--- config.mk ---
export PLATFORM = sky130hd
export DESIGN_NAME = calc_stage_ctrl_flat
export DESIGN_NICKNAME = d
export VERILOG_FILES = /design/src/rtl/calc_pkg.sv /design/src/rtl/calc_stage_if.sv /design/src/rtl/calc_stage_ctrl.sv /design/src/flat_wrapper.sv
export VERILOG_INCLUDE_DIRS = /design/src /design/src/include
export SDC_FILE = /design/constraint.sdc
export NUM_CORES = 1
export LEC_CHECK = 0
export BUFFER_PORTS_ARGS = -buffer_cell sky130_fd_sc_hd__buf_4
export CORE_AREA = 5 5 268 270
export CTS_CLUSTER_SIZE = 14
export DETAILED_ROUTE_END_ITERATION = 7
export DIE_AREA = 0 0 273 275
export PLACE_DENSITY_LB_ADDON = 0.2
export SLEW_MARGIN = 0
export SYNTH_ARGS = -nofsm -noshare
export SYNTH_HDL_FRONTEND = slang
export SYNTH_SLANG_ARGS = --single-unit
--- constraint.sdc ---
create_clock -name clk_i -period 2.43 [get_ports clk_i]
set_clock_uncertainty 0.1 [all_clocks]
set_input_delay 0.1215 -clock clk_i [delete_from_list [all_inputs] [get_ports clk_i]]
set_output_delay 0.1215 -clock clk_i [all_outputs]
set_load 0.1 [all_outputs]
--- src/include/calc_params.svh ---
// Calculator parameters
// Data and register widths, stage depth and the fixed pipe latencies

`ifndef CALC_PARAMS_SVH
`define CALC_PARAMS_SVH

// Datapath widths
`define CALC_XLEN 64
`define CALC_REG_AW 5

// Stage-info entries behind the reservation register
`define CALC_STAGES 4

// Stage whose pipe result is muxed into the completion pipe
`define CALC_INT_DONE 0
`define CALC_MUL_DONE 1

`define CALC_COMMIT_STAGE 2
`define CALC_WB_STAGE 3

`endif

--- src/rtl/calc_pkg.sv ---
// Calculator package
// Operation encoding, the dispatch packet and the per-stage control record

`include "calc_params.svh"

package calc_pkg;

  typedef enum logic [3:0]
  {
    op_add = 4'd0,
    op_sub = 4'd1,
    op_and = 4'd2,
    op_or  = 4'd3,
    op_xor = 4'd4,
    op_sll = 4'd5,
    op_srl = 4'd6,
    op_slt = 4'd7,
    op_mul = 4'd8
  } calc_op_e;

  // Packet as it leaves dispatch and sits in the reservation register
  typedef struct packed
  {
    logic                    v;
    logic                    poison;
    calc_op_e                op;
    logic [`CALC_REG_AW-1:0] rs1_addr;
    logic [`CALC_REG_AW-1:0] rs2_addr;
    logic [`CALC_XLEN-1:0]   rs1;
    logic [`CALC_XLEN-1:0]   rs2;
    logic [`CALC_REG_AW-1:0] rd_addr;
    logic                    rd_w_v;
    logic [31:0]             pc;
  } dispatch_pkt_s;

  // What each stage keeps once the operands are consumed
  typedef struct packed
  {
    logic                    v;
    logic [31:0]             pc;
    logic [`CALC_REG_AW-1:0] rd_addr;
    logic                    rd_w_v;
    logic                    int_v;
    logic                    mul_v;
  } stage_info_s;

endpackage

--- src/rtl/calc_stage_if.sv ---
// Stage bundle
// Per-stage control, poison and next-cycle completion data shared by
// the stage control, the completion pipe and the bypass network

`timescale 1ns/1ps

`include "calc_params.svh"

interface calc_stage_if;

  calc_pkg::stage_info_s [`CALC_STAGES-1:0]         info;
  logic [`CALC_STAGES-1:0]                          poison_nxt;
  logic [`CALC_STAGES-1:0][`CALC_XLEN-1:0]          fwd_data;

  // Stage control owns the shift pipe
  modport ctrl_mp (output info, output poison_nxt);

  // Completion pipe follows the stage pipe and publishes its next values
  modport comp_mp (input info, input poison_nxt, output fwd_data);

  modport bypass_mp (input info, input poison_nxt, input fwd_data);

endinterface

--- src/rtl/calc_stage_ctrl.sv ---
// Stage control
// Reservation register, stage-info shift pipe with poison and flush,
// commit report and per-stage pending-write status

`timescale 1ns/1ps

`include "calc_params.svh"

module calc_stage_ctrl
  (input                                    clk_i
  , input                                   rst_n_i
  , input  calc_pkg::dispatch_pkt_s         dispatch_i
  , input  logic [`CALC_XLEN-1:0]           rs1_i
  , input  logic [`CALC_XLEN-1:0]           rs2_i
  , input                                   flush_i
  , calc_stage_if.ctrl_mp                   stage
  , output calc_pkg::dispatch_pkt_s         issue_o
  , output logic                            commit_v_o
  , output logic [31:0]                     commit_pc_o
  , output logic [`CALC_STAGES-1:0]         pending_w_o
  );

  calc_pkg::dispatch_pkt_s                  reservation_n;
  calc_pkg::dispatch_pkt_s                  reservation_r;
  calc_pkg::stage_info_s                    isd_info;
  calc_pkg::stage_info_s [`CALC_STAGES-1:0] info_r;
  logic [`CALC_STAGES-1:0]                  poison_r;
  logic [`CALC_STAGES-1:0]                  poison_n;

  // Bypassed operands override the dispatched ones
  always_comb
  begin
    reservation_n     = dispatch_i;
    reservation_n.rs1 = rs1_i;
    reservation_n.rs2 = rs2_i;
  end

  always_ff @(posedge clk_i)
  begin
    reservation_r <= reservation_n;
  end

  assign issue_o = reservation_r;

  // A write to x0 is dropped here and never reaches bypass or writeback
  // ALU ops occupy the encodings up to op_slt
  always_comb
  begin
    isd_info.v       = dispatch_i.v;
    isd_info.pc      = dispatch_i.pc;
    isd_info.rd_addr = dispatch_i.rd_addr;
    isd_info.rd_w_v  = dispatch_i.v & dispatch_i.rd_w_v & (dispatch_i.rd_addr != '0);
    isd_info.int_v   = dispatch_i.v & (dispatch_i.op <= calc_pkg::op_slt);
    isd_info.mul_v   = dispatch_i.v & (dispatch_i.op == calc_pkg::op_mul);
  end

  // Flush only reaches stages ahead of the commit point
  always_comb
  begin
    for (int i = 0; i < `CALC_STAGES; i++)
    begin
      poison_n[i]    = poison_r[i] | (flush_i & (i < `CALC_COMMIT_STAGE));
      pending_w_o[i] = info_r[i].rd_w_v & ~poison_n[i];
    end
  end

  always_ff @(posedge clk_i or negedge rst_n_i)
  begin
    if (!rst_n_i)
    begin
      info_r     <= '0;
      poison_r   <= '0;
      commit_v_o <= 1'b0;
    end
    else
    begin
      info_r     <= {info_r[`CALC_STAGES-2:0], isd_info};
      poison_r   <= {poison_n[`CALC_STAGES-2:0], dispatch_i.poison | flush_i};
      commit_v_o <= info_r[`CALC_COMMIT_STAGE].v & ~poison_n[`CALC_COMMIT_STAGE];
    end
  end

  always_ff @(posedge clk_i)
  begin
    commit_pc_o <= info_r[`CALC_COMMIT_STAGE].pc;
  end

  assign stage.info       = info_r;
  assign stage.poison_nxt = poison_n;

  // The completion mux relies on exactly one pipe per valid instruction
  for (genvar g = 0; g < `CALC_STAGES; g++)
  begin : g_one_pipe
    a_one_pipe : assert property (@(posedge clk_i) disable iff (!rst_n_i)
      info_r[g].v |-> (info_r[g].int_v ^ info_r[g].mul_v))
      else $error("calc_stage_ctrl: stage %0d does not claim exactly one pipe", g);
  end

endmodule

--- src/flat_wrapper.sv ---
// flat-port wrapper written by rule: the top's interface ports become plain ports
module calc_stage_ctrl_flat 
  (clk_i, rst_n_i, dispatch_i, rs1_i, rs2_i, flush_i, issue_o, commit_v_o, commit_pc_o, pending_w_o, stage_info, stage_poison_nxt);
  calc_stage_if stage_i ();
  input clk_i;
  input rst_n_i;
  input  calc_pkg::dispatch_pkt_s dispatch_i;
  input  logic [`CALC_XLEN-1:0] rs1_i;
  input  logic [`CALC_XLEN-1:0] rs2_i;
  input flush_i;
  output calc_pkg::dispatch_pkt_s issue_o;
  output logic commit_v_o;
  output logic [31:0] commit_pc_o;
  output logic [`CALC_STAGES-1:0] pending_w_o;
  output wire logic [$bits(stage_i.info)-1:0] stage_info;
  output wire logic [$bits(stage_i.poison_nxt)-1:0] stage_poison_nxt;
  assign stage_info = stage_i.info;
  assign stage_poison_nxt = stage_i.poison_nxt;
  calc_stage_ctrl u_core (.clk_i(clk_i), .rst_n_i(rst_n_i), .dispatch_i(dispatch_i), .rs1_i(rs1_i), .rs2_i(rs2_i), .flush_i(flush_i), .stage(stage_i), .issue_o(issue_o), .commit_v_o(commit_v_o), .commit_pc_o(commit_pc_o), .pending_w_o(pending_w_o));
endmodule
== Word-level counts from Yosys, hierarchy flattened ==
Index checks and enable logic that the tools add are counted.

* Register bits: 383
* Bits in latches: 0
* Bits in writable memories: 0
* ROM bits: 0
* Bits of input ports: 313
* Output and inout port bits: 387
* Word-level logic and storage cells: 56
* Memories kept: 0

* Add/subtract/negate cells: 0
* $mul: 0
* Div/mod/pow operators: 0
* Order comparisons: 1
* Equality and inequality tests: 1
* Shift-type cells: 0
* Multiplexer cells: 0
* Bitwise logic cells: 16
* Reductions and logical operators: 1

{| class="wikitable"
|+ Operators by type and width
! operator !! count
|-
| $and A1 B1 Y1 || 9
|-
| $reduce_bool A5 Y1 || 1
|-
| $eq A4 B4 Y1 const B || 1
|-
| $le A4 B3 Y1 const B || 1
|-
| $not A1 Y1 || 4
|-
| $or A1 B1 Y1 || 3
|}

== Logic depth before layout (Yosys ltp) ==
Gate-level depths: netlist of run 1.

* Word-level depth: 3
* Mapped depth: 2
* Depth with buffers taken out: 2

== Least setup slack after synthesis of run 1 ==
No wires, ideal clock.

* Path kind: register -> output
* Start: register u_core.info_r (netlist bit u_core.stage.info[84])
* End: output port pending_w_o[2]
* Arrival time: 2.359 ns
* Data required time: 2.209 ns
* Slack: -0.151 ns
* Cell stages (with the launch flop): 2
* Path buffers: 0
* Cell sequence: dfrtp_1 > nor2b_1

* Longest elaborated chain between the ends: 1

{| class="wikitable"
|+ Ends and longest elaborated chain
! element !! line !! RTL
|-
| start, declared || calc_stage_ctrl.sv:26 || <nowiki>calc_pkg::stage_info_s [`CALC_STAGES-1:0] info_r;</nowiki>
|-
| start signal, assigned || calc_stage_ctrl.sv:77 || <nowiki>info_r <= {info_r[`CALC_STAGES-2:0], isd_info};</nowiki>
|-
| $and A1 B1 Y1 || calc_stage_ctrl.sv:63 || <nowiki>pending_w_o[i] = info_r[i].rd_w_v & ~poison_n[i];</nowiki>
|-
| end, declared || flat_wrapper.sv:14 || <nowiki>output logic [`CALC_STAGES-1:0] pending_w_o;</nowiki>
|}

No other way between the ends.

== Worst setup path after layout of run 1 ==
* Start: register u_core.poison_r[0]
* End: output port pending_w_o[0]

* Longest elaborated chain between the ends: 3

{| class="wikitable"
|+ Ends and longest elaborated chain
! element !! line !! RTL
|-
| start, declared || calc_stage_ctrl.sv:27 || <nowiki>logic [`CALC_STAGES-1:0] poison_r;</nowiki>
|-
| start signal, assigned || calc_stage_ctrl.sv:78 || <nowiki>poison_r <= {poison_n[`CALC_STAGES-2:0], dispatch_i.poison | flush_i};</nowiki>
|-
| $or A1 B1 Y1 || calc_stage_ctrl.sv:62 || <nowiki>poison_n[i] = poison_r[i] | (flush_i & (i < `CALC_COMMIT_STAGE));</nowiki>
|-
| $not A1 Y1 || calc_stage_ctrl.sv:63 ||
|-
| $and A1 B1 Y1 || calc_stage_ctrl.sv:63 ||
|}

No other way between the ends.

==> flow_metrics.tcl, run 1 <==
set metrics [dict create \
    vias_per_cell 2.861 \
    critPathSlowestCell "dfrtp_1" \
    hp-class "in -> async" \
    postRouteAntennaNets 0 \
    synth.avg_cell_area_um2 21.54 \
    ys_seq_elements 383 \
    drt_pass1_iterations 4 \
    hold_violations 0 \
    drt-wirelength-per-cell_um 14.41 \
    worstSetupPathType "reg -> out" \
    first_global_vias 7033 \
    post-route-util_pct 25.24 \
    port_buffers 571 \
    cp_cell_sequence "or2_2, nor2_2, buf_4" \
    synth_nets 713 \
    die_w_um 273 \
    final_nets 1515 \
    synthMostInstantiatedCell "dfxtp_1" \
    rows 97 \
    synthToLayoutAreaGrowth_pct 103.0 \
    powerDensity_nw_per_um2 979.9 \
    finalSetupTns_ps 0 \
    ys_seq_area_share_pct 98.81 \
    slew_violations 0 \
    die_area_um2 75080 \
    clock-sinks 383 \
    drive_gt1_share_pct 53.03 \
    rrSetupSlack_ps 1510 \
    htree_num_levels 2 \
    synth_top_flop_cell "dfxtp_1" \
    core_area_um2 69300 \
    cts_root_buf "clkbuf_16" \
    first_iter_violations 151 \
    clockBufferDepth 3 \
    critPathRequiredTime_ps 2210 \
    antenna_found_initial 1 \
    netlist.area_leader.share_pct 49.72 \
    post_dp_cell_area_um2 14120 \
    yosysWarnings 0 \
    post-route-drc-count 0 \
    instances_no_fill 2177 \
    placed_cells 1911 \
    grt_max_degree 79 \
    end_kind "output pin" \
    synthTopCellsByArea "dfxtp_1 50%, dfrtp_1 49%, nor2b_1 0.29%, or2_2 0.22%, buf_4 0.17%" \
    routed_wl_um 31380 \
    synth_commonest_cells "214 x dfxtp_1, 169 x dfrtp_1, 4 x nor2b_1" \
    start_util_pct 12.43 \
    async_reset_ff_share_pct 44.13 \
    synth_cells 400 \
    post_cts_buffers 0 \
    cts_buffers 44 \
    fin_hold_ws_ps 83.93 \
    tightest_slew_ps 1001 \
    clock_latency_ps 560 \
    overflow 0 \
    critPathMaxStageDelay_ps 350 \
    dr_total_vias 6228 \
    outcome "finished clean" \
    reg2reg_depth 1 \
    r2r_start "u_core.poison_r[0]$_DFF_PN0_" \
    arrival_ps 1620 \
    cp_max_fo 3 \
    grtUsageTotal_pct 7.829 \
    reg2reg_to "u_core.poison_r[1]$_DFF_PN0_" \
    cp-start-kind "register" \
    ioPinCount 700 \
    clock.fmax_mhz 542.1 \
    grt_pass1_wl_um 44480 \
    synth.distinct_cells 11 \
    dpl.hpwl_um 23400 \
    vdd_drop_max_mv 0.6030 \
    synth_area_um2 8616 \
    critPathBufInv 1 \
    min_period_ps 1845 \
    cpLargestDelayFamily "simple AND/OR/NAND/NOR gates" \
    leakagePower_nw 8.117 \
    synth_top_cell_by_area "dfxtp_1" \
    rsz0062_at_grt "false" \
    cts_tree "done" \
    relSlewSlack_pct 33.02 \
    report.final.setup_viol 0 \
    gp_congestion 0.7580 \
    synth_edf_count 0 \
    fp.dieH_um 275 \
    postLayoutCellArea_um2 17490 \
    antenna_cells 0 \
    fin_crit_sh_pct 75.91 \
    clk_transition_reported_paths_ps 60 \
    maxCapViolCount 0 \
]
-- per-stage QoR --
| step | worst slack (ps) | power, W |
|---|---|---|
| 2_1_floorplan | 317.3 | 0.009320 |
| 3_3_place_gp | 1127 | 0.01030 |
| 3_5_place_dp | 1124 | 0.01030 |
| 4_1_cts | 517.9 | 0.01747 |
| 5_1_grt | 478.2 | 0.01782 |
| 6_report | 585.4 | 0.01714 |
-- power breakdown --
part,internal [W],switching [W]
Clock,0.00410,0.00266
Sequential,0.00666,0.000139
Combinational,0.000798,0.00279
Total,0.0116,0.00559
-- state kept, by name, summed over array words and instances, names as in the netlist --
name / cells
u_core.issue_o: 182
u_core.stage.info: 164
u_core.commit_pc_o: 32
u_core.poison_r: 4
u_core.commit_v_o: 1
-- cell families after synthesis --
family	share of synthesized area, %
AO/OA/AOI/OAI	0.1162
buffers and inverters	0.2614
flip-flops	98.81
AND/OR/NAND/NOR	0.8133
-- layout by cell type (no fill, tap or decap), drive strengths merged --
| cell type | instances |
|---|---|
| clkbuf | 62 |
| o311a | 1 |
| dfrtp | 169 |
| or2 | 3 |
| nor2b | 4 |
| dfxtp | 214 |
| nand3b | 1 |
| or3 | 1 |
| nor2 | 2 |
| nor3 | 1 |
| clkinv | 13 |
| buf | 572 |
| inv | 6 |
| bufinv | 3 |
| dlygate4sd3 | 185 |
-- timing repair --
| item | CTS | global route |
|---|---|---|
| hold buffers | 185 | 0 |
| gates resized for setup | 0 | 0 |
| endpoints found under the hold margin | 395 | 0 |
-- worst max-delay path by stage --
stage                               startpoint                              to  slack (ps)  cells past startpoint
2_1_floorplan  u_core.stage.info[84]$_DFF_PN0_                  pending_w_o[2]         320                      1
3_3_place_gp                    dispatch_i[34]  u_core.stage.info[2]$_DFF_PN0_        1130                      3
3_5_place_dp                    dispatch_i[34]  u_core.stage.info[2]$_DFF_PN0_        1120                      3
4_1_cts           u_core.poison_r[0]$_DFF_PN0_                  pending_w_o[0]         520                      3
5_1_grt           u_core.poison_r[0]$_DFF_PN0_                  pending_w_o[0]         480                      3
6_report          u_core.poison_r[0]$_DFF_PN0_                  pending_w_o[0]         590                      3
-- area by class of cell --
| type | instances | area, µm² |
|---|---|---|
| inverter | 2 | 7.507 |
| multi-input combinational | 13 | 90.09 |
| fill | 7188 | 51810 |
| clock inverter | 20 | 210.2 |
| sequential | 383 | 8513 |
| timing repair buffer | 758 | 6185 |
| tap | 940 | 1176 |
| clock buffer | 61 | 1306 |
-- layer usage --
metal / wire [µm] / global-route usage, % / up-vias / share of wire, %
li1: - / - / 2863 / -
met1: 10700 / 7.934 / 2916 / 34
met2: 15550 / 13.34 / 377 / 50
met3: 3928 / 4.317 / 70 / 13
met4: 1183 / 3.438 / 2 / 3.8
met5: 13 / 0 / - / 0.041
-- worst min-delay path: cells and delay by family --
kind                   cells  cell delay, ps
buffers and inverters      3            1000
Note: power is estimated with default switching activity, not from simulation.
==> inputs of run 2 (changes only) <==
Settings changed: CORE_AREA 5 5 268 270 to 5 5 270 272, DIE_AREA 0 0 273 275 to 0 0 275 277.
Clock period 2.43 ns to 1.6 ns, I/O delays scaled along.
==> run 2 against run 1 <==
The flow now finishes with violations (setup timing). Global-route usage grew 0.59 points. Total power grew 55%. Combinational power grew 53%. Wire length grew 6.6%. Sequential power grew 52%. Critical path depth is the same. Register-to-register slack lost 750 ps. Worst setup slack lost 620 ps. Flip-flop and latch count is the same. Clock-buffer cell count shrank 4. Sequential share of layout area shrank 0.56 points.
==> flow_metrics.tcl, run 2 (synthesis gave the netlist of run 1 again) <==
set metrics [dict create \
    outcome "complete, but fails checks" \
    violations "setup timing" \
    min_period_ps 1638 \
    cpLargestDelayFamily "flip-flops" \
    vias_per_cell 2.878 \
    dpl_worst_slack_ps 371.7 \
    grt_max_degree 41 \
    fp.dieH_um 277 \
    combPwrFrac_pct 20.7 \
    clk_transition_reported_paths_ps 60 \
    cts_buffers 44 \
    largest_register_ffs 182 \
    critPathRequiredTime_ps 1420 \
    powerDensity_nw_per_um2 1500 \
    gp_congestion 0.7792 \
    maxCapViolCount 0 \
    critPathBufInv 1 \
    post-route-drc-count 0 \
    postRouteAntennaNets 0 \
    cp_cell_sequence "or2_4, nor2_4, buf_12" \
    first_global_vias 7379 \
    grtUsageTotal_pct 8.420 \
    die_w_um 275 \
    overflow 0 \
    routed_wl_um 33460 \
    layout_commonest_cell "buf_4" \
    critPathSlowestCell "dfrtp_1" \
    tightest_slew_ps 448.8 \
    p_clk_share_pct 40.4 \
    postLayoutCellArea_um2 17710 \
    grt_pass1_wl_um 47970 \
    rows 98 \
    fin_crit_sh_pct 102.4 \
    drive_gt1_share_pct 53.30 \
    vdd_drop_max_mv 0.8761 \
    post-route-util_pct 25.11 \
    intPower_w 0.01803 \
    die_area_um2 76180 \
    htree_num_levels 2 \
    clockBufferDepth 3 \
    clock-sinks 383 \
    netSwitchingPower_w 0.008529 \
    hold_violations 0 \
    cp-start-kind "register" \
    post_dp_cell_area_um2 14220 \
    dr_total_vias 6309 \
    rsz0062_at_grt "true" \
    report.final.setup_viol 3 \
    final.fill_count 7287 \
    cp_max_fo 3 \
    most-common-layout-cells "568 x buf_4, 214 x dfxtp_1, 185 x dlygate4sd3_1" \
    end_kind "output pin" \
    antenna_found_initial 2 \
    cts_tree "done" \
    slew_violations 0 \
    critPathMaxStageDelay_ps 360 \
    start_util_pct 12.22 \
    cts_root_buf "clkbuf_16" \
    core_area_um2 70510 \
    final_nets 1520 \
    synthToLayoutAreaGrowth_pct 105.5 \
    port_buffers 571 \
    drt_pass1_iterations 4 \
    pwr-share-seq_pct 38.8 \
    antenna_cells 0 \
    setup_ws_ps -38.39 \
    drt-wirelength-per-cell_um 15.26 \
    switching_share_pct 32.11 \
    dpl.hpwl_um 25550 \
    hp-class "in -> reg" \
    first_iter_violations 122 \
    worstSetupPathType "reg -> out" \
    clock_latency_ps 560 \
    arrival_ps 1460 \
    relSlewSlack_pct 70.08 \
    leakagePower_nw 8.174 \
    clock.fmax_mhz 610.4 \
    fin_hold_ws_ps 57.17 \
    post_cts_buffers 0 \
    ioPinCount 700 \
]
[run 2: cell types whose count changed in the layout (fill, tap and decap cells not counted), sizes merged]
| cell | delta |
|---|---|
| buf | +5 |
| clkbuf | -4 |
| clkinvlp | +2 |
| clkinv | -6 |
| bufinv | +5 |
| inv | +3 |
[run 2: repair_timing]
| action | 4_1_cts | 5_1_grt |
|---|---|---|
| gates cloned | 0 | 0 |
| hold endpoints to repair | 395 | 0 |
| hold buffers | 185 | 0 |
| setup endpoints to repair | 8 | 5 |
| gates resized for setup | 18 | 1 |
[run 2: power groups by stage]
stage               Sequential (W)  Combinational (W)  Clock (W)
floorplan                   0.0141          0.0000465          0
global placement            0.0105            0.00519          0
detailed placement          0.0105            0.00518          0
CTS                         0.0103            0.00556     0.0112
global route                0.0104            0.00566     0.0116
finish                      0.0103            0.00551     0.0107
[run 2: metrics by stage]
step           cells  power [W]  TNS [ps]
6_report        2192    0.02656    -77.92
5_1_grt         2192    0.02763    -328.3
4_1_cts         2192    0.02712    -296.7
3_5_place_dp    1926    0.01569         0
3_3_place_gp    1926    0.01570         0
2_1_floorplan    400    0.01416    -172.3
[run 2: cell type report]
class                   instances  area, µm²  share of cell area (%)
flip-flops and latches        383       8519                   48.12
repair buffers                763       6310                   35.64
clock inverters                24      352.8                   1.993
well taps                     950       1189                   6.713
multi-input cells              13      115.1                  0.6501
clock buffers                  57       1212                   6.848
inverters                       2      7.507                 0.04240
[run 2: final timing paths]
check                                                 from  slack, ps  cells after the start                          endpoint
setup / recovery              u_core.poison_r[1]$_DFF_PN0_        -40                      3                    pending_w_o[1]
hold / removal                                   rs1_i[17]         60                      2       u_core.issue_o[119]$_DFF_P_
setup reg to reg              u_core.poison_r[1]$_DFF_PN0_        760                      1      u_core.poison_r[2]$_DFF_PN0_
hold reg to reg            u_core.stage.info[52]$_DFF_PN0_        270                      0   u_core.stage.info[93]$_DFF_PN0_
max in group asynchronous                          rst_n_i        320                      4    u_core.stage.info[2]$_DFF_PN0_
min in group asynchronous                          rst_n_i        510                      3  u_core.stage.info[116]$_DFF_PN0_
[run 2: per-layer routing]
layer | GRT usage (%) | wire [µm] | up-vias
li1 | - | - | 2892
met1 | 8.470 | 11490 | 2951
met2 | 14.42 | 16240 | 396
met3 | 4.869 | 4580 | 70
met4 | 3.127 | 1141 | 0
met5 | 0 | 0 | -
